`src/gat_pkg.sv`:
```
package gat_pkg;

  // ==============================
  // Widths
  // ==============================
  localparam int NUM_FEAT   = 16;
  localparam int DATA_W     = 8;
  localparam int WH_W       = 12;
  localparam int PROD_W     = WH_W + DATA_W;
  localparam int ACC_W      = 24;
  localparam int SHIFT_W    = 5;
  localparam int CFG_ADDR_W = 6;

  // Levels of the adder tree and index into one weight half
  localparam int TREE_LVLS  = $clog2(NUM_FEAT);
  localparam int FEAT_IDX_W = $clog2(NUM_FEAT);

  // ==============================
  // Configuration address map
  // ==============================
  localparam logic [CFG_ADDR_W-1:0] CFG_A_SRC_BASE = CFG_ADDR_W'(0);
  localparam logic [CFG_ADDR_W-1:0] CFG_A_NBR_BASE = CFG_ADDR_W'(16);
  localparam logic [CFG_ADDR_W-1:0] CFG_SHIFT_ADDR = CFG_ADDR_W'(32);

  // ==============================
  // Element types
  // ==============================
  typedef logic signed [WH_W-1:0]   wh_elem_t;
  typedef logic signed [DATA_W-1:0] weight_t;
  typedef logic signed [ACC_W-1:0]  acc_t;

  // Transformed feature vector of one node
  typedef struct packed {
    wh_elem_t [NUM_FEAT-1:0] feat;
    logic                    src_flag;
  } wh_word_t;

  // Attention vector halves plus the output scaling
  typedef struct packed {
    weight_t [NUM_FEAT-1:0] a_src;
    weight_t [NUM_FEAT-1:0] a_nbr;
    logic [SHIFT_W-1:0]     shift;
  } attn_weights_t;

  typedef struct packed {
    logic              is_src;
    logic [DATA_W-1:0] value;
  } coef_word_t;

endpackage

```
`src/coef_credit_buffer.sv`:
```
`timescale 1ns/100ps

module coef_credit_buffer #(
  parameter int DEPTH = 8
) (
  input  logic                clk,
  input  logic                rst_n,
  input  logic                wr_i,
  input  gat_pkg::coef_word_t wr_data_i,
  input  logic                coef_credit_i,
  output logic                coef_vld_o,
  output gat_pkg::coef_word_t coef_o,
  output logic                wh_credit_o
);

  localparam int PTR_W  = $clog2(DEPTH);
  localparam int CNT_W  = $clog2(DEPTH + 1);
  localparam int CRED_W = 16;

  gat_pkg::coef_word_t mem [DEPTH];

  logic [PTR_W-1:0]  wr_ptr;
  logic [PTR_W-1:0]  rd_ptr;
  logic [CNT_W-1:0]  fill_cnt;
  logic [CRED_W-1:0] credit_cnt;
  logic              pop;

  logic                coef_vld_q;
  logic                wh_credit_q;
  gat_pkg::coef_word_t coef_q;

  // Wraps at DEPTH, which need not be a power of two
  function automatic logic [PTR_W-1:0] ptr_inc(input logic [PTR_W-1:0] ptr);
    if (ptr == PTR_W'(DEPTH - 1)) begin
      return '0;
    end
    return ptr + 1'b1;
  endfunction

  // ==============================
  // Storage
  // ==============================
  always_ff @(posedge clk) begin
    if (wr_i) begin
      mem[wr_ptr] <= wr_data_i;
    end
  end

  // Upstream credits guarantee a free slot for every write
  assign pop = (fill_cnt != '0) && (credit_cnt != '0);

  always_ff @(posedge clk or negedge rst_n) begin
    if (!rst_n) begin
      wr_ptr   <= '0;
      rd_ptr   <= '0;
      fill_cnt <= '0;
    end else begin
      if (wr_i) begin
        wr_ptr <= ptr_inc(wr_ptr);
      end
      if (pop) begin
        rd_ptr <= ptr_inc(rd_ptr);
      end
      case ({wr_i, pop})
        2'b10:   fill_cnt <= fill_cnt + 1'b1;
        2'b01:   fill_cnt <= fill_cnt - 1'b1;
        default: fill_cnt <= fill_cnt;
      endcase
    end
  end

  // ==============================
  // Output credits
  // ==============================
  // Grant and spend in one cycle cancel out
  always_ff @(posedge clk or negedge rst_n) begin
    if (!rst_n) begin
      credit_cnt <= '0;
    end else begin
      case ({coef_credit_i, pop})
        2'b10:   credit_cnt <= credit_cnt + 1'b1;
        2'b01:   credit_cnt <= credit_cnt - 1'b1;
        default: credit_cnt <= credit_cnt;
      endcase
    end
  end

  // ==============================
  // Output register
  // ==============================
  always_ff @(posedge clk or negedge rst_n) begin
    if (!rst_n) begin
      coef_vld_q  <= 1'b0;
      wh_credit_q <= 1'b0;
      coef_q      <= '0;
    end else begin
      coef_vld_q  <= pop;
      // The freed slot goes straight back upstream
      wh_credit_q <= pop;
      if (pop) begin
        coef_q <= mem[rd_ptr];
      end
    end
  end

  assign coef_vld_o  = coef_vld_q;
  assign wh_credit_o = wh_credit_q;
  assign coef_o      = coef_q;

endmodule

```
`config.mk`:
```
export PLATFORM = sky130hd
export DESIGN_NAME = coef_credit_buffer
export DESIGN_NICKNAME = d
export VERILOG_FILES = /design/src/gat_pkg.sv /design/src/coef_credit_buffer.sv
export SDC_FILE = /design/constraint.sdc
export NUM_CORES = 1
export LEC_CHECK = 0
export BUFFER_PORTS_ARGS = -buffer_cell sky130_fd_sc_hd__buf_2
export CAP_MARGIN = 20
export CELL_PAD_IN_SITES_DETAIL_PLACEMENT = 1
export CELL_PAD_IN_SITES_GLOBAL_PLACEMENT = 2
export CORE_MARGIN = 2
export CORE_UTILIZATION = 46
export CTS_BUF_LIST = sky130_fd_sc_hd__clkbuf_4
export DETAILED_ROUTE_END_ITERATION = 10
export PLACE_DENSITY_LB_ADDON = 0.1
export SKIP_CTS_REPAIR_TIMING = 1
export SLEW_MARGIN = 40
export SYNTH_ARGS = -nofsm -noshare
export SYNTH_HDL_FRONTEND = slang
export SYNTH_SLANG_ARGS = --single-unit
```
`constraint.sdc`:
```
create_clock -name clk -period 4.1 [get_ports clk]
set_input_delay 0.41 -clock clk [delete_from_list [all_inputs] [get_ports clk]]
set_output_delay 0.41 -clock clk [all_outputs]
set_load 0.01 [all_outputs]
```
# Word-level counts from Yosys, hierarchy flattened

Memories as Yosys holds them, arrays and structs flattened. A register that Yosys moved wholly into a read port is not among the register bits.
Cells that the tools add are included.

Eq/ne operators: 6
Add/subtract/negate cells: 6
Reductions and logical operators: 6
Muxes and demuxes: 12

Operators by type and width:

| cell                  | number |
|---|---|
| $pmux 16 s2           | 1 |
| $add 16x1->16 const B | 1 |
| $reduce_bool 16->1    | 1 |
| $sub 16x1->16 const B | 1 |
| $mux 3                | 4 |
| $pmux 4 s2            | 1 |
| $add 3x1->3 const B   | 2 |
| $eq 3x3->1 const B    | 2 |
| $mux 1                | 6 |
| $add 4x1->4 const B   | 1 |
| $eq 2x1->1 const B    | 2 |
| $eq 2x2->1 const B    | 2 |
| $reduce_bool 2->1     | 2 |
| $reduce_bool 4->1     | 1 |
| $sub 4x1->4 const B   | 1 |
| $logic_and 1x1->1     | 1 |
| $logic_not 1->1       | 1 |

Input bits: 13
Memories kept: 1
Bits in registers: 27
Output and inout bits: 11
Memory bits (writable): 72

Memories:

| name | words | width | read ports | clocked after Yosys merged registers in | write ports | line                     | text |
|---|---|---|---|---|---|---|---|
| mem  | 8     | 9     | 1          | 1                                       | 1           | coef_credit_buffer.sv:20 | `gat_pkg::coef_word_t mem [DEPTH];` |

# Longest topological paths before layout

Depth after elaboration: 4
Mapped depth: 12
Mapped depth without buffers: 12

# Worst setup path after synthesis

OpenSTA, ideal clock, no wires.

Kind: register to register
From: register credit_cnt[0]
To: register credit_cnt[15]
Buffers on the path: 0
Setup time: 0.128 ns
Data required time: 3.972 ns
Arrival: 2.711 ns
Setup slack: 1.261 ns
Cell stages (with the launch flop): 13
Cell sequence: dfrtp_1 -> nor4_1 -> nand4_1 -> o41ai_2 -> inv_2 -> ha_1 -> ha_1 -> a21oi_2 -> o21ai_1 -> a221oi_2 -> nand3b_1 -> nor3b_2 -> xor2_1

Cells in the longest elaborated chain, start to end: 4

RTL lines:

| element                                          | line                     | text |
|---|---|---|
| start: declaration                               | coef_credit_buffer.sv:25 | `logic [CRED_W-1:0] credit_cnt;` |
| start signal: assignment                         | coef_credit_buffer.sv:81 | `2'b10: credit_cnt <= credit_cnt + 1'b1;` |
| start signal: assignment                         | coef_credit_buffer.sv:82 | `2'b01: credit_cnt <= credit_cnt - 1'b1;` |
| start signal: assignment                         | coef_credit_buffer.sv:83 | `default: credit_cnt <= credit_cnt;` |
| $reduce_bool 16->1 *                             | coef_credit_buffer.sv:50 | `assign pop = (fill_cnt != '0) && (credit_cnt != '0);` |
| $logic_and 1x1->1 *                              | coef_credit_buffer.sv:50 |  |
| net pop                                          | coef_credit_buffer.sv:26 | `logic pop;` |
| $eq 2x1->1 or $eq 2x2->1 (tied branches)         | coef_credit_buffer.sv:80 | `case ({coef_credit_i, pop})` |
| $pmux 16 s2 or $reduce_bool 2->1 (tied branches) | n/a                      |  |

The timed path passes the listed nets; every way through them passes the cells marked *.
A chain may end at the register's enable or synchronous reset.

# Worst setup path after layout

From: register credit_cnt[8]
To: register credit_cnt[12]

The elaborated chain is that of the path after synthesis.

==> results.yml <==
placed_design:
  place_congestion: 0.7977
  placed_cells: 495
  numPortBuffers: 23
  dpl.hpwl_mm: 6.674
clock_network:
  cts.path.max_buffers: 2
  cts_sinks: 108
  clk_latency_ns: 0.47
  cts_tree: "yes"
  clk_pin_slew_ns: 0.19
  numCtsBuffers: 9
  cts-root-buf: "clkbuf_4"
  htree_levels: 3
drt:
  drc: 0
  ant_nets: 0
  first_pass_iters: 6
  drt_wl_total_mm: 9.943
  drt-vias-per-instance: 5.543
  first_iter_violations: 95
  wire_per_inst_um: 19.42
  vias: 2838
worst_hold_path:
  min_path_type: "in -> reg"
  worstHoldStart: "wr_data_i[2]"
  holdPathEnd: "mem[4][2]"
  min_path_cells: 1
floorplanning:
  fp-row-count: 37
  die_y_um: 107.7
  fp.dieW_um: 107.7
  core_mm2: 0.01037
  start_util_pct: 47.72
  boundaryPins: 24
  die_area_mm2: 0.01160
critical_path:
  rr_worst_depth: 12
  critPathMaxFanout: 17
  arrival_ns: 3.99
  reg2reg_from: "credit_cnt[8]"
  crit_path_max_incr_delay_ns: 0.51
  crit_chain: "nor4_1 -> nand4_1 -> o41ai_4 -> inv_2 -> ha_1 -> ha_1 -> a21oi_1 -> o211ai_2 -> a21boi_2 -> o41ai_2 -> xnor2_1 -> o21ai_1"
  crit_top_cell: "ha_1"
  cp_top_family: "compound AO/OA/AOI/OAI gates"
  reg2reg_slack_ns: 0.45
  path_buf_inv: 1
  reg2reg_to: "credit_cnt[12]"
  cp-end-kind: "flip-flop"
  cp.required_ns: 4.44
  crit_type: "reg -> reg"
  startpoint_type: "flip-flop"
  slowest_stage: "ha_1"
global_route:
  grt_antenna_before_repair: 0
  grt_max_degree: 37
  globalRouteOverflowTotal: 0
  first_global_vias: 3044
  grt_pass1_wl_mm: 16.20
  grtUsageTotal_pct: 18.91
timing:
  relSlewSlack_pct: 51.22
  fmax_ghz: 0.2741
  finalHoldViolations: 0
  finalSetupViolations: 0
  rsz0062_at_grt: "no"
  period_needed_ns: 3.648
  finalCritPeriodShare_pct: 88.97
  finalClockSkew_ns: 0.02220
  setup_tns_ns: 0
  tightest_slew_ns: 0.7318
  slew_violations: 0
pwr:
  vdd.ir_drop.worst_mv: 0.3109
  powerDensity_mw_per_mm2: 755.6
  p_leak_nw: 2.026
yosys:
  syn-num-nets: 379
  ys_dominant_reg_cell: "edfxtp_1"
  ys_seq_area_share_pct: 61.90
  synth_edf_count: 72
  syn_inst: 342
  synthArstFlopShare_pct: 33.33
  synth_area_mm2: 0.004948
  synth-seq-cells: 108
  syn_avg_cell_area_um2: 14.47
  synthTopCellsByArea: "edfxtp_1, dfrtp_1, mux4_2, ha_1, nand2_1"
  ys_warn_count: 0
  synth_top_area_share_pct: 43.69
  synth_common_cells: "edfxtp_1, nand2_1, dfrtp_1"
  yosysMostFrequentCell: "edfxtp_1"
  ys_types: 47
  yosysTopAreaCell: "edfxtp_1"
finish:
  layout.nets: 408
  antennaDiodeCount: 0
  fillers: 1032
  stdcell_count: 512
  area_growth_pct: 9.178
  drive_gt1_share_pct: 22.87
job:
  cap_violations: 0
run_status:
  outcome: "finished, final reports clean"
-- worst max-delay path by stage --
| stage | cells past startpoint | endpoint | start | slack (ns) |
|---|---|---|---|---|
| 2_1_floorplan | 12 | credit_cnt[15] | credit_cnt[0] | 1.26 |
| 3_3_place_gp | 12 | credit_cnt[15] | credit_cnt[9] | 0.55 |
| 3_5_place_dp | 12 | credit_cnt[12] | credit_cnt[8] | 0.50 |
| 4_1_cts | 12 | credit_cnt[12] | credit_cnt[8] | 0.44 |
| 5_1_grt | 12 | credit_cnt[15] | credit_cnt[9] | 0.28 |
| 6_report | 12 | credit_cnt[12] | credit_cnt[8] | 0.45 |
-- logic make-up (layout without fill, tap and decap cells) --
kind of cell	count (synthesis)	after routing	synth area share, %
xor+xnor	19	19	3.363
fa+ha+maj	24	24	6.372
mux	31	31	10.92
flops	108	108	61.90
buf+inv	21	55	1.820
simple gates	73	73	6.877
compound gates	66	66	8.749
-- power by group --
part | internal (mW) | switching, mW | leakage [nW]
registers | 1.45 | 0.265 | 1.08
clock network | 0.147 | 0.395 | 0.0792
logic | 0.842 | 0.980 | 0.866
total | 2.44 | 1.64 | 2.03
-- routing by layer --
layer  GRT usage [%]  vias to the layer above  share of wire [%]
li1                -                     1362                  -
met1           26.62                     1425                 49
met2           30.19                       44                 46
met3           4.419                        7                4.0
met4           4.121                        0               0.70
met5               0                        -                  0
-- worst reg2reg max path: stages, from the launching register on --
cell,delay [ns]
dfrtp_1,0.45
nor4_1,0.49
nand4_1,0.27
o41ai_4,0.12
inv_2,0.11
ha_1,0.46
ha_1,0.52
a21oi_1,0.16
o211ai_2,0.26
a21boi_2,0.11
o41ai_2,0.34
xnor2_1,0.18
o21ai_1,0.07
-- placed cells by master (no fill, tap or decap), drive strengths merged, types with 3 or more instances in the layout --
cell type / n
o21ai: 32
nand3: 3
nor3: 4
xor2: 5
a21oi: 15
ha: 22
nand2: 39
mux4: 18
xnor2: 14
nand2b: 3
nand4: 4
o21bai: 4
mux2: 4
nor4: 4
clkinv: 3
inv: 14
edfxtp: 72
nor2: 9
buf: 28
a21o: 3
dfrtp: 36
mux2i: 9
clkbuf: 9
-- metrics by stage --
| step | power [mW] | area (um^2) | hold WS [ns] | setup WS, ns | util [%] |
|---|---|---|---|---|---|
| floorplan | 3.079 | 4949 | 0.1144 | 1.261 | - |
| global placement | 3.538 | 5230 | 0.4620 | 0.5459 | 50.43 |
| detailed placement | 3.589 | 5249 | 0.4308 | 0.5015 | 50.62 |
| CTS | 4.136 | 5393 | -0.1240 | 0.4413 | 52.00 |
| global route | 4.414 | 5403 | 0.1624 | 0.2761 | 52.10 |
| finish | 4.082 | 5403 | 0.2004 | 0.4523 | 52.10 |
-- cell type report --
type / count / area [um^2] / share of cell area (%)
clock buffers: 9 / 67.56 / 1.251
flip-flops and latches: 108 / 3064 / 56.72
well taps: 136 / 170.2 / 3.150
repair buffers: 29 / 165.2 / 3.057
clock inverters: 7 / 76.32 / 1.413
multi-input cells: 213 / 1822 / 33.72
inverters: 10 / 37.54 / 0.6948
-- registers in the layout (all words and copies together) (netlist names) --
register,cells
mem,72
fill_cnt,4
rd_ptr,3
wh_credit_o,1
coef_o,9
credit_cnt,16
wr_ptr,3
Power figures use the tool's default switching activity.
