==> config.mk <==
export PLATFORM = sky130hd
export DESIGN_NAME = attn_weight_regs
export DESIGN_NICKNAME = d
export VERILOG_FILES = /design/src/gat_pkg.sv /design/src/attn_weight_regs.sv
export SDC_FILE = /design/constraint.sdc
export NUM_CORES = 1
export LEC_CHECK = 0
export BUFFER_PORTS_ARGS = -buffer_cell sky130_fd_sc_hd__buf_4
export CORE_ASPECT_RATIO = 1.2
export CORE_MARGIN = 5
export CORE_UTILIZATION = 35
export DETAILED_ROUTE_END_ITERATION = 10
export PLACE_DENSITY = 0.62
export SYNTH_ARGS = -nofsm -noshare
export SYNTH_HDL_FRONTEND = slang
export SYNTH_SLANG_ARGS = --single-unit
==> constraint.sdc <==
create_clock -name clk -period 0.86 [get_ports clk]
set_input_delay 0.043 -clock clk [delete_from_list [all_inputs] [get_ports clk]]
set_output_delay 0.043 -clock clk [all_outputs]
set_load 0.03 [all_outputs]
==> src/gat_pkg.sv <==
package gat_pkg;

  // ==============================
  // Widths
  // ==============================
  localparam int NUM_FEAT   = 16;
  localparam int DATA_W     = 8;
  localparam int WH_W       = 12;
  localparam int PROD_W     = WH_W + DATA_W;
  localparam int ACC_W      = 24;
  localparam int SHIFT_W    = 5;
  localparam int CFG_ADDR_W = 6;

  // Levels of the adder tree and index into one weight half
  localparam int TREE_LVLS  = $clog2(NUM_FEAT);
  localparam int FEAT_IDX_W = $clog2(NUM_FEAT);

  // ==============================
  // Configuration address map
  // ==============================
  localparam logic [CFG_ADDR_W-1:0] CFG_A_SRC_BASE = CFG_ADDR_W'(0);
  localparam logic [CFG_ADDR_W-1:0] CFG_A_NBR_BASE = CFG_ADDR_W'(16);
  localparam logic [CFG_ADDR_W-1:0] CFG_SHIFT_ADDR = CFG_ADDR_W'(32);

  // ==============================
  // Element types
  // ==============================
  typedef logic signed [WH_W-1:0]   wh_elem_t;
  typedef logic signed [DATA_W-1:0] weight_t;
  typedef logic signed [ACC_W-1:0]  acc_t;

  // Transformed feature vector of one node
  typedef struct packed {
    wh_elem_t [NUM_FEAT-1:0] feat;
    logic                    src_flag;
  } wh_word_t;

  // Attention vector halves plus the output scaling
  typedef struct packed {
    weight_t [NUM_FEAT-1:0] a_src;
    weight_t [NUM_FEAT-1:0] a_nbr;
    logic [SHIFT_W-1:0]     shift;
  } attn_weights_t;

  typedef struct packed {
    logic              is_src;
    logic [DATA_W-1:0] value;
  } coef_word_t;

endpackage

==> src/attn_weight_regs.sv <==
`timescale 1ns/100ps

module attn_weight_regs (
  input  logic                              clk,
  input  logic                              rst_n,
  input  logic                              cfg_we_i,
  input  logic [gat_pkg::CFG_ADDR_W-1:0]    cfg_addr_i,
  input  logic [gat_pkg::DATA_W-1:0]        cfg_wdata_i,
  output gat_pkg::attn_weights_t            weights_o
);

  localparam int AW = gat_pkg::CFG_ADDR_W;
  localparam int IW = gat_pkg::FEAT_IDX_W;

  // Offsets into each half, wrap to large values below the base
  logic [AW-1:0] src_off;
  logic [AW-1:0] nbr_off;
  logic          hit_src;
  logic          hit_nbr;
  logic          hit_shift;

  gat_pkg::attn_weights_t weights_q;

  // ==============================
  // Address decode
  // ==============================
  assign src_off = cfg_addr_i - gat_pkg::CFG_A_SRC_BASE;
  assign nbr_off = cfg_addr_i - gat_pkg::CFG_A_NBR_BASE;

  assign hit_src   = src_off < AW'(gat_pkg::NUM_FEAT);
  assign hit_nbr   = nbr_off < AW'(gat_pkg::NUM_FEAT);
  assign hit_shift = cfg_addr_i == gat_pkg::CFG_SHIFT_ADDR;

  // ==============================
  // Register file
  // ==============================
  always_ff @(posedge clk or negedge rst_n) begin
    if (!rst_n) begin
      weights_q <= '0;
    end else if (cfg_we_i) begin
      if (hit_src) begin
        weights_q.a_src[src_off[IW-1:0]] <= cfg_wdata_i;
      end else if (hit_nbr) begin
        weights_q.a_nbr[nbr_off[IW-1:0]] <= cfg_wdata_i;
      end else if (hit_shift) begin
        // Only the low bits make sense as a shift count
        weights_q.shift <= cfg_wdata_i[gat_pkg::SHIFT_W-1:0];
      end
    end
  end

  assign weights_o = weights_q;

endmodule

# == Word-level counts from Yosys, hierarchy flattened ==
# Cells that the tools add are included.
# totals
reg_bits,261
elab_cells,54
input_bits,17
output_inout_bits,261
# op_classes
n_addsub,1
n_lt_le_gt_ge,6
n_mux,6
eq_ne,1
bitwise_logic,2
n_reduce_logical,5
# ops
operator,count
128-bit bitwise mux,2
8-bit demux with 4-bit select,2
8-bit 2-to-1 mux,2
"6-bit by 5-bit less-than comparator with 1-bit output, second input constant",2
"4-bit by 5-bit less-than comparator with 1-bit output, second input constant",2
"4-bit by 1-bit greater-or-equal comparator with 1-bit output, second input constant",2
"6-bit == test, second input constant",1
"6-bit by 5-bit subtractor with 6-bit output, second input constant",1
4-bit AND reduction,1
3-bit AND reduction,1
1-bit logical AND,2
1-bit inverter,2
2-bit AND reduction,1

# == Depth between registers and ports, before layout ==
# Gate-level depths: netlist of the first run.
# depth
word_depth,6
depth_mapped,5
depth_no_buf,3

# == Worst setup path before layout of the first run ==
# No wires, ideal clock.
# synth_timing
path_type,input port to flip-flop
start,input port cfg_addr_i[0] (netlist bit)
end,register weights_q (netlist bit weights_o[29])
required_ns,0.732
n_path_buf,1
setup_time_ns,0.128
slack_ns,-0.570
arrival_ns,1.303
path_stages,4
path_cell_list,clkbuf_2 nand4b_1 nor4b_4 mux2_1
# synth_via
elab_chain_cells,6
elab_cells_between_ends,11
cone_classes,add/sub (1); order compare (4); mux (3); bitwise (1); reduce/logical (2)
# synth_rtl
item,line_no,text
start: declaration,attn_weight_regs.sv:7,"input logic [gat_pkg::CFG_ADDR_W-1:0] cfg_addr_i,"
6-bit by 5-bit subtractor with 6-bit output,attn_weight_regs.sv:28,assign nbr_off = cfg_addr_i - gat_pkg::CFG_A_NBR_BASE;
4-bit by 5-bit less-than comparator with 1-bit output (implied by the code) or 4-bit by 1-bit greater-or-equal comparator with 1-bit output (tied branches),attn_weight_regs.sv:44,weights_q.a_nbr[nbr_off[IW-1:0]] <= cfg_wdata_i;
1-bit logical AND (implied by the code),attn_weight_regs.sv:44,
8-bit 2-to-1 mux (implied by the code),attn_weight_regs.sv:44,
8-bit demux with 4-bit select,attn_weight_regs.sv:44,
128-bit bitwise mux,attn_weight_regs.sv:44,
end: declaration,attn_weight_regs.sv:22,gat_pkg::attn_weights_t weights_q;
# Parallel ways exist; a longest one is shown, timed or not.
# A chain may end at the register's enable or synchronous reset.

# == Worst setup path after layout of the first run ==
# layout_timing
start,register weights_q (netlist bit weights_o[132])
end,output port weights_o[132] (netlist bit)
# layout_rtl
item,line_no,text
end: declaration,attn_weight_regs.sv:9,output gat_pkg::attn_weights_t weights_o
# No word-level cell between the ends.

==> impl_metrics.json, run 1 <==
{
  "first_iter_violations": 183,
  "max-cap-violations": 0,
  "violations": "negative setup slack",
  "status": "finished, violations left",
  "fmax_mhz": 877.4,
  "place.detailed.hpwl_microns": 20160,
  "synth.distinct_cells": 19,
  "setup_viol": 298,
  "timing.hold.ws_ns": 0.02653,
  "endpoint_kind": "output pin",
  "arrival_ns": 1.10,
  "rsz0062_at_grt": "true",
  "skew_ns": 0,
  "die_area_sq_um": 31770,
  "slowest_stage": "dfrtp_1",
  "rows": 67,
  "port_buffers": 277,
  "drc_errors": 0,
  "path_max_fanout": 2,
  "p_per_area_nw_per_um2": 2408,
  "period_needed_ns": 1.140,
  "final_common_cell": "buf_6",
  "routed_wl_microns": 29730,
  "finalNetCount": 983,
  "vias": 6536,
  "cts_htree_levels": 1,
  "grt_usage_pct": 18.34,
  "cpPeakStageDelay_ns": 0.42,
  "worst_slack_ns": -0.2797,
  "grt_pass1_wl_microns": 44930,
  "start_util_pct": 35.47,
  "post_drt_wl_per_cell_microns": 21.81,
  "yosysSeqAreaShare_pct": 65.96,
  "leakage_nw": 7.944,
  "via_per_inst": 4.795,
  "clockRootBuffer": "clkbuf_16",
  "clockBufferDepth": 3,
  "seqPwrFrac_pct": 40.1,
  "drt.antenna.violating_nets": 0,
  "switching_power_mw": 11.51,
  "power_frac_comb_pct": 27.6,
  "clkSinkCount": 261,
  "clk_pin_slew_ns": 0.06,
  "slew_violations": 0,
  "area_delta_synth_final_pct": 58.54,
  "clk_latency_ns": 0.53,
  "p_clk_share_pct": 32.3,
  "yosysWarnings": 0,
  "tns_ns": -65.16,
  "peakVddDrop_mv": 1.624,
  "fin_cells": 1363,
  "dr.pass1.iters": 4,
  "finalCritPeriodShare_pct": 132.5,
  "tightest_slew_ns": 0.5106,
  "die_y_microns": 194.3,
  "netlist_area_sq_um": 9902,
  "grt_pass1_vias": 7067,
  "core_area_sq_um": 27920,
  "ys_ff_latch": 261,
  "grt_max_degree": 40,
  "largest_reg_flops": 261,
  "crit_required_ns": 0.82,
  "cts_made_buffers": 27,
  "relSlewSlack_pct": 65.96,
  "dp_cells": 1278,
  "io_pins": 278,
  "insertedDiodeCount": 0,
  "start_kind": "flip-flop",
  "die_w_microns": 163.5,
  "antenna_found_initial": 0,
  "worstPathCellList": "buf_6",
  "pre_cts_ws_ns": -1.092,
  "worst-path-buf-inv": 1,
  "postSynthCellCount": 606,
  "hold_viol": 0,
  "drive_gt1_share_pct": 70.93,
  "p_int_mw": 26.30,
  "critPathKind": "reg -> out",
  "hold_class": "in -> async",
  "layout_common_cells": "buf_6, dfrtp_1, mux2_2, buf_4, mux2_4",
  "mappedNetlistNets": 623,
  "p_sw_share_pct": 30.45,
  "crit_family": "flip-flops",
  "grt_overflow": 0,
  "cts_tree": "yes",
  "syn-mean-instance-area_sq_um": 16.34,
  "gp_congestion": 0.7883
}
==> stage by stage <==
step	cell area (sq um)	util, %	power, mW
final	15700	56.24	37.81
after global routing	15700	56.24	39.23
after CTS	15330	54.93	37.90
after detailed placement	13080	46.84	23.94
after global placement	13080	46.84	23.81
after floorplan	10150	-	19.85
==> worst register-to-register path: stages, from the launching register on <==
cell,delay (ns)
dfrtp_1,0.40
buf_4,0.14
mux2_4,0.26
==> cell families after synthesis <==
family                 count (synthesis)  synth area share (%)
buffers and inverters                 35                 1.365
DFF                                  261                 65.96
muxes                                261                 29.68
and+or+nand+nor                       49                 2.995
==> power groups by stage <==
stage	combinational [mW]	sequential, mW	clock (mW)
after global placement	8.80	15.0	0
after floorplan	1.67	18.2	0
after global routing	10.9	15.3	13.0
after CTS	10.2	15.1	12.6
final	10.4	15.2	12.2
after detailed placement	8.89	15.0	0
==> routing by layer <==
metal  track usage (%)  vias up  part of all wire [%]
li1                  -     2864                     -
met1             22.11     3433                    39
met2             32.46      190                    52
met3             4.019       49                   5.5
met4             5.966        0                   3.2
met5                 0        -                     0
==> cell usage after synthesis (all sizes together) <==
| master | n | area, sq um |
|---|---|---|
| nor2 | 2 | 7.510 |
| nand3 | 1 | 5.000 |
| nor4 | 1 | 6.260 |
| mux2 | 261 | 2939 |
| and3b | 2 | 17.52 |
| clkbuf | 35 | 135.1 |
| nor4b | 5 | 77.57 |
| nand3b | 1 | 7.510 |
| nor4bb | 3 | 30.03 |
| and3 | 1 | 6.260 |
| nand4b | 1 | 8.760 |
| dfrtp | 261 | 6531 |
| nor3b | 1 | 7.510 |
| nor3 | 1 | 10.01 |
| nand2 | 30 | 112.6 |
==> timing repair <==
action | 4_1_cts | 5_1_grt
buffers inserted | 18 | 21
hold buffers | 1 | 0
pin swaps | 3 | 6
endpoints found under the hold margin | 261 | 0
gates resized for setup | 303 | 52
endpoints found under the setup margin | 442 | 422
==> final timing paths <==
| kind | startpoint | endpoint | slack (ns) | depth (start not counted) |
|---|---|---|---|---|
| min in group clk | cfg_addr_i[0] | weights_o[2]$_DFFE_PN0P_ | 0.05 | 4 |
| max reg2reg | weights_o[123]$_DFFE_PN0P_ | weights_o[123]$_DFFE_PN0P_ | -0.06 | 2 |
| max | weights_o[132]$_DFFE_PN0P_ | weights_o[132] | -0.28 | 1 |
| min reg2reg | weights_o[187]$_DFFE_PN0P_ | weights_o[187]$_DFFE_PN0P_ | 0.53 | 1 |
| min | rst_n | weights_o[20]$_DFFE_PN0P_ | 0.03 | 2 |
| max in group asynchronous | rst_n | weights_o[230]$_DFFE_PN0P_ | 0.32 | 3 |
==> final cells by class <==
| type | instances | area [sq um] |
|---|---|---|
| repair buffers | 366 | 4071 |
| well taps | 379 | 474.2 |
| clock inverters | 12 | 200.2 |
| clock buffers | 35 | 725.7 |
| multi-input cells | 310 | 3696 |
| flip-flops and latches | 261 | 6531 |
| fillers | 2232 | 12220 |
Power figures use the tool's default switching activity.
==> inputs of run 2 (changes only) <==
--- a/config.mk
+++ b/config.mk
@@ -10,6 +10,7 @@
 export CORE_MARGIN = 5
 export CORE_UTILIZATION = 35
 export DETAILED_ROUTE_END_ITERATION = 10
+export HOLD_SLACK_MARGIN = 0.12
 export PLACE_DENSITY = 0.62
 export SYNTH_ARGS = -nofsm -noshare
 export SYNTH_HDL_FRONTEND = slang
==> constraint.sdc (replaced) <==
create_clock -name clk -period 0.86 [get_ports clk]
set_input_delay 0.172 -clock clk [delete_from_list [all_inputs] [get_ports clk]]
set_output_delay 0.172 -clock clk [all_outputs]
set_load 0.03 [all_outputs]
==> impl_metrics.json, run 2 (synthesis gave the netlist of run 1 again) <==
{
  "insertedDiodeCount": 0,
  "ff2ff_setup_slack_ns": -0.06,
  "core_area_sq_um": 27920,
  "clockBufferDepth": 3,
  "relSlewSlack_pct": 66.18,
  "p_per_area_nw_per_um2": 2370,
  "fillers": 2244,
  "first_iter_violations": 189,
  "rows": 67,
  "gp_congestion": 0.7643,
  "routed_wl_microns": 29890,
  "tightest_slew_ns": 0.5073,
  "max-cap-violations": 0,
  "start_util_pct": 35.47,
  "vias": 6492,
  "via_per_inst": 4.781,
  "layout_common_cells": "buf_6, dfrtp_1, mux2_2, mux2_4, buf_4",
  "pre_cts_ws_ns": -1.182,
  "path_max_fanout": 2,
  "cts_htree_levels": 1,
  "clk_pin_slew_ns": 0.06,
  "leakage_nw": 7.817,
  "fin_util_pct": 57.07,
  "worstPathCellList": "buf_6",
  "critPathKind": "reg -> out",
  "start_kind": "flip-flop",
  "final-seq-area_sq_um": 6531,
  "drc_errors": 0,
  "die_w_microns": 163.5,
  "clkSinkCount": 261,
  "hold_class": "in -> async",
  "grt_pass1_wl_microns": 44990,
  "slew_violations": 0,
  "fmax_mhz": 788.5,
  "ctsHoldBuffers": 1,
  "arrival_ns": 1.10,
  "area_delta_synth_final_pct": 60.89,
  "finalCritPeriodShare_pct": 147.5,
  "rsz0062_at_grt": "true",
  "place.detailed.hpwl_microns": 19830,
  "cpPeakStageDelay_ns": 0.42,
  "peakVddDrop_mv": 1.742,
  "port_buffers": 277,
  "grt_usage_pct": 18.32,
  "finalNetCount": 977,
  "final_common_cell": "buf_6",
  "status": "finished, violations left",
  "dr.pass1.iters": 4,
  "clockRootBuffer": "clkbuf_16",
  "cts_tree": "yes",
  "drive_gt1_share_pct": 72.11,
  "cts_made_buffers": 27,
  "clk_latency_ns": 0.52,
  "antenna_found_initial": 0,
  "die_area_sq_um": 31770,
  "hold_viol": 0,
  "design_area_sq_um": 15930,
  "post_drt_wl_per_cell_microns": 22.01,
  "violations": "negative setup slack",
  "worst_slack_ns": -0.4082,
  "setup_viol": 479,
  "io_pins": 278,
  "placed_cell_area_sq_um": 12960,
  "drt.antenna.violating_nets": 0,
  "grt_pass1_vias": 6983,
  "endpoint_kind": "output pin",
  "skew_ns": 0,
  "largest_reg_flops": 261,
  "grt_overflow": 0,
  "multi_input_comb_area_sq_um": 4001,
  "slowest_stage": "dfrtp_1",
  "grt_max_degree": 56,
  "die_y_microns": 194.3,
  "worst-path-buf-inv": 1,
  "period_needed_ns": 1.268,
  "crit_required_ns": 0.69,
  "crit_family": "flip-flops"
}
==> run 2: changes by cell type in the layout (fill, tap and decap cells not counted), sizes merged <==
cell	previous run	this run
buf	365	359
bufinv	5	4
clkbuf	35	36
inv	0	1
==> run 2: report_power, final <==
| group | leakage, nW | total, mW | switching (mW) | internal [mW] |
|---|---|---|---|---|
| registers | 3.47 | 15.2 | 1.24 | 13.9 |
| clock network | 0.445 | 12.1 | 4.79 | 7.31 |
| logic | 3.90 | 10.5 | 5.53 | 4.96 |
==> run 2: worst reg2reg max path: cells and delay by family, from the launching register on <==
kind	cells	cell delay, ns
DFF	1	0.40
muxes	1	0.27
buffers and inverters	1	0.14
==> run 2: routing by layer <==
layer | up-vias | GRT usage (%) | part of all wire, %
met5 | - | 0 | 0
met4 | 0 | 6.215 | 3.4
met3 | 47 | 4.380 | 6.2
met2 | 188 | 31.83 | 51
met1 | 3404 | 22.26 | 39
li1 | 2853 | - | -
==> run 2: through the flow <==
step                setup TNS, ns  cells  total power [mW]  hold slack [ns]
CTS                       -113.89   1341             37.75          0.08437
floorplan                 -134.51    606             19.85          -0.1236
global placement          -203.30   1270             23.76          0.02554
global route              -128.11   1358             39.23          0.08221
finish                    -112.94   1358             37.76          0.08630
detailed placement        -199.12   1270             23.88          0.02667
==> run 2: layout make-up <==
| type | count | area share (%) |
|---|---|---|
| Sequential cell | 261 | 41.00 |
| Timing Repair Buffer | 360 | 25.13 |
| Multi-Input combinational cell | 310 | 25.12 |
| Clock buffer | 36 | 4.704 |
| Tap cell | 379 | 2.977 |
| Clock inverter | 12 | 1.076 |
==> run 2: worst paths after layout <==
path	startpoint	to	cells past startpoint
worst max-delay path	weights_o[137]$_DFFE_PN0P_	weights_o[137]	1
worst min-delay path	rst_n	weights_o[230]$_DFFE_PN0P_	2
worst max register to register	weights_o[127]$_DFFE_PN0P_	weights_o[127]$_DFFE_PN0P_	2
worst min register to register	weights_o[255]$_DFFE_PN0P_	weights_o[255]$_DFFE_PN0P_	1
max in group asynchronous	rst_n	weights_o[179]$_DFFE_PN0P_	3
min in group clk	cfg_addr_i[1]	weights_o[2]$_DFFE_PN0P_	4
==> run 2: what timing repair did <==
action,in CTS,in global routing
gates resized for setup,343,78
setup buffers,22,22
endpoints found under the hold margin,261,7
endpoints found under the setup margin,511,515
pin swaps,16,14
==> inputs of run 3 (changes only) <==
--- a/config.mk
+++ b/config.mk
@@ -8,10 +8,10 @@
 export BUFFER_PORTS_ARGS = -buffer_cell sky130_fd_sc_hd__buf_4
 export CORE_ASPECT_RATIO = 1.2
 export CORE_MARGIN = 5
-export CORE_UTILIZATION = 35
+export CORE_UTILIZATION = 40
 export DETAILED_ROUTE_END_ITERATION = 10
 export HOLD_SLACK_MARGIN = 0.12
-export PLACE_DENSITY = 0.62
+export PLACE_DENSITY = 0.69
 export SYNTH_ARGS = -nofsm -noshare
 export SYNTH_HDL_FRONTEND = slang
 export SYNTH_SLANG_ARGS = --single-unit
==> impl_metrics.json, run 3 (synthesis gave the netlist of run 1 again) <==
{
  "grt_max_degree": 37,
  "tightest_slew_ns": 0.5257,
  "layout_common_cells": "buf_6, dfrtp_1, mux2_2, buf_4, mux2_4",
  "grt_overflow": 0,
  "worst_slack_ns": -0.4130,
  "setup_viol": 511,
  "io_pins": 278,
  "rows": 63,
  "grt_pass1_vias": 7329,
  "wl_met2_microns": 15750,
  "crit_required_ns": 0.69,
  "crit_family": "flip-flops",
  "routed_wl_microns": 30500,
  "met3_length_microns": 1629,
  "skew_ns": 0,
  "critPathKind": "reg -> out",
  "reg2reg_from": "weights_o[100]$_DFFE_PN0P_",
  "slew_violations": 0,
  "r2r.worst_path.cells": 2,
  "place.detailed.hpwl_microns": 19300,
  "slowest_stage": "dfrtp_1",
  "relSlewSlack_pct": 64.95,
  "highest_layer": "met4",
  "clk_latency_ns": 0.53,
  "dr.pass1.iters": 4,
  "drc_errors": 0,
  "die_area_sq_um": 28020,
  "start_kind": "flip-flop",
  "timing.hold.ws_ns": 0.1061,
  "first_iter_violations": 195,
  "path_max_fanout": 2,
  "worstPathCellList": "buf_6",
  "finalCritPeriodShare_pct": 148.0,
  "power.total_mw": 36.83,
  "rsz0062_at_grt": "true",
  "peakVddDrop_mv": 1.878,
  "insertedDiodeCount": 0,
  "start_util_pct": 40.26,
  "cts_made_buffers": 27,
  "die_w_microns": 153.6,
  "fmax_mhz": 785.6,
  "ff2ff_setup_slack_ns": -0.07,
  "finalNetCount": 999,
  "violations": "negative setup slack",
  "final-seq-area_sq_um": 6531,
  "clockRootBuffer": "clkbuf_16",
  "final_common_cell": "buf_6",
  "antenna_found_initial": 0,
  "grt_pass1_wl_microns": 45930,
  "worst-path-buf-inv": 1,
  "die_y_microns": 182.4,
  "hold_viol": 0,
  "cts_tree": "yes",
  "drt.antenna.violating_nets": 0,
  "post_drt_wl_per_cell_microns": 23.02,
  "area_delta_synth_final_pct": 60.83,
  "rr_endpoint": "weights_o[100]$_DFFE_PN0P_",
  "cpPeakStageDelay_ns": 0.42,
  "gp_congestion": 0.7856,
  "via_per_inst": 5.030,
  "fillers": 1780,
  "wl_met1_microns": 11690,
  "drive_gt1_share_pct": 72.20,
  "cts_htree_levels": 1,
  "leakage_nw": 7.881,
  "arrival_ns": 1.10,
  "vias": 6665,
  "hold_class": "in -> async",
  "period_needed_ns": 1.273,
  "multi_input_comb_area_sq_um": 4020,
  "ctsHoldBuffers": 1,
  "p_per_area_nw_per_um2": 2313,
  "clkSinkCount": 261,
  "max-cap-violations": 0,
  "endpoint_kind": "output pin",
  "grt_usage_pct": 20.98,
  "largest_reg_flops": 261,
  "clockBufferDepth": 3,
  "core_area_sq_um": 24590,
  "status": "finished, violations left",
  "port_buffers": 277,
  "clk_pin_slew_ns": 0.06
}
[run 3: changes by cell type in the layout (fill, tap and decap cells not counted), moves of 3 or more]
cell / before / now
buf_4: 51 / 73
clkbuf_1: 5 / 9
mux2_2: 210 / 206
buf_12: 15 / 12
buf_8: 3 / 6
bufinv_16: 4 / 1
[run 3: how the worst max path moves through the flow]
stage               slack (ns)                         end                       start  cells after the start
finish                   -0.41              weights_o[248]  weights_o[248]$_DFFE_PN0P_                      1
global route             -0.46              weights_o[100]  weights_o[100]$_DFFE_PN0P_                      1
CTS                      -0.43              weights_o[131]  weights_o[131]$_DFFE_PN0P_                      1
detailed placement       -1.16  weights_o[107]$_DFFE_PN0P_               cfg_addr_i[5]                      4
global placement         -1.23  weights_o[106]$_DFFE_PN0P_               cfg_addr_i[5]                      4
floorplan                -0.66   weights_o[29]$_DFFE_PN0P_               cfg_addr_i[4]                      4
[run 3: layer usage]
metal  up-vias  global-route usage (%)
li1       2898                       -
met1      3488                   25.38
met2       210                   36.61
met3        69                   4.388
met4         0                   8.551
met5         -                       0
[run 3: cell type report]
type	instances	share of cell area [%]
repair buffers	382	26.08
well taps	325	2.553
clock buffers	38	4.628
multi-input cells	310	25.24
clock inverters	9	0.4793
flip-flops and latches	261	41.01
[run 3: timing repair]
| action | in CTS | in global routing |
|---|---|---|
| gates cloned | 0 | 0 |
| pin swaps | 15 | 15 |
| setup buffers | 29 | 40 |
| endpoints found under the hold margin | 261 | 5 |
| resized for setup | 369 | 58 |
| endpoints found under the setup margin | 522 | 509 |
[run 3: power by group]
part           leakage [nW]  switching [mW]  internal [mW]
clock network         0.400            4.69           6.24
registers              3.47            1.25           13.9
logic                  4.01            5.64           5.08
total                  7.88            11.6           25.3
[run 3: through the flow]
step                instances  setup TNS [ns]  utilization [%]  cell area, sq um  setup WS [ns]
floorplan                 606         -134.51                -             10150        -0.6647
global placement         1218         -205.51            52.30             12860         -1.226
detailed placement       1218         -202.67            52.30             12860         -1.161
CTS                      1293         -116.12            62.59             15390        -0.4329
global route             1325         -133.22            64.75             15930        -0.4610
finish                   1325         -117.69            64.75             15930        -0.4130
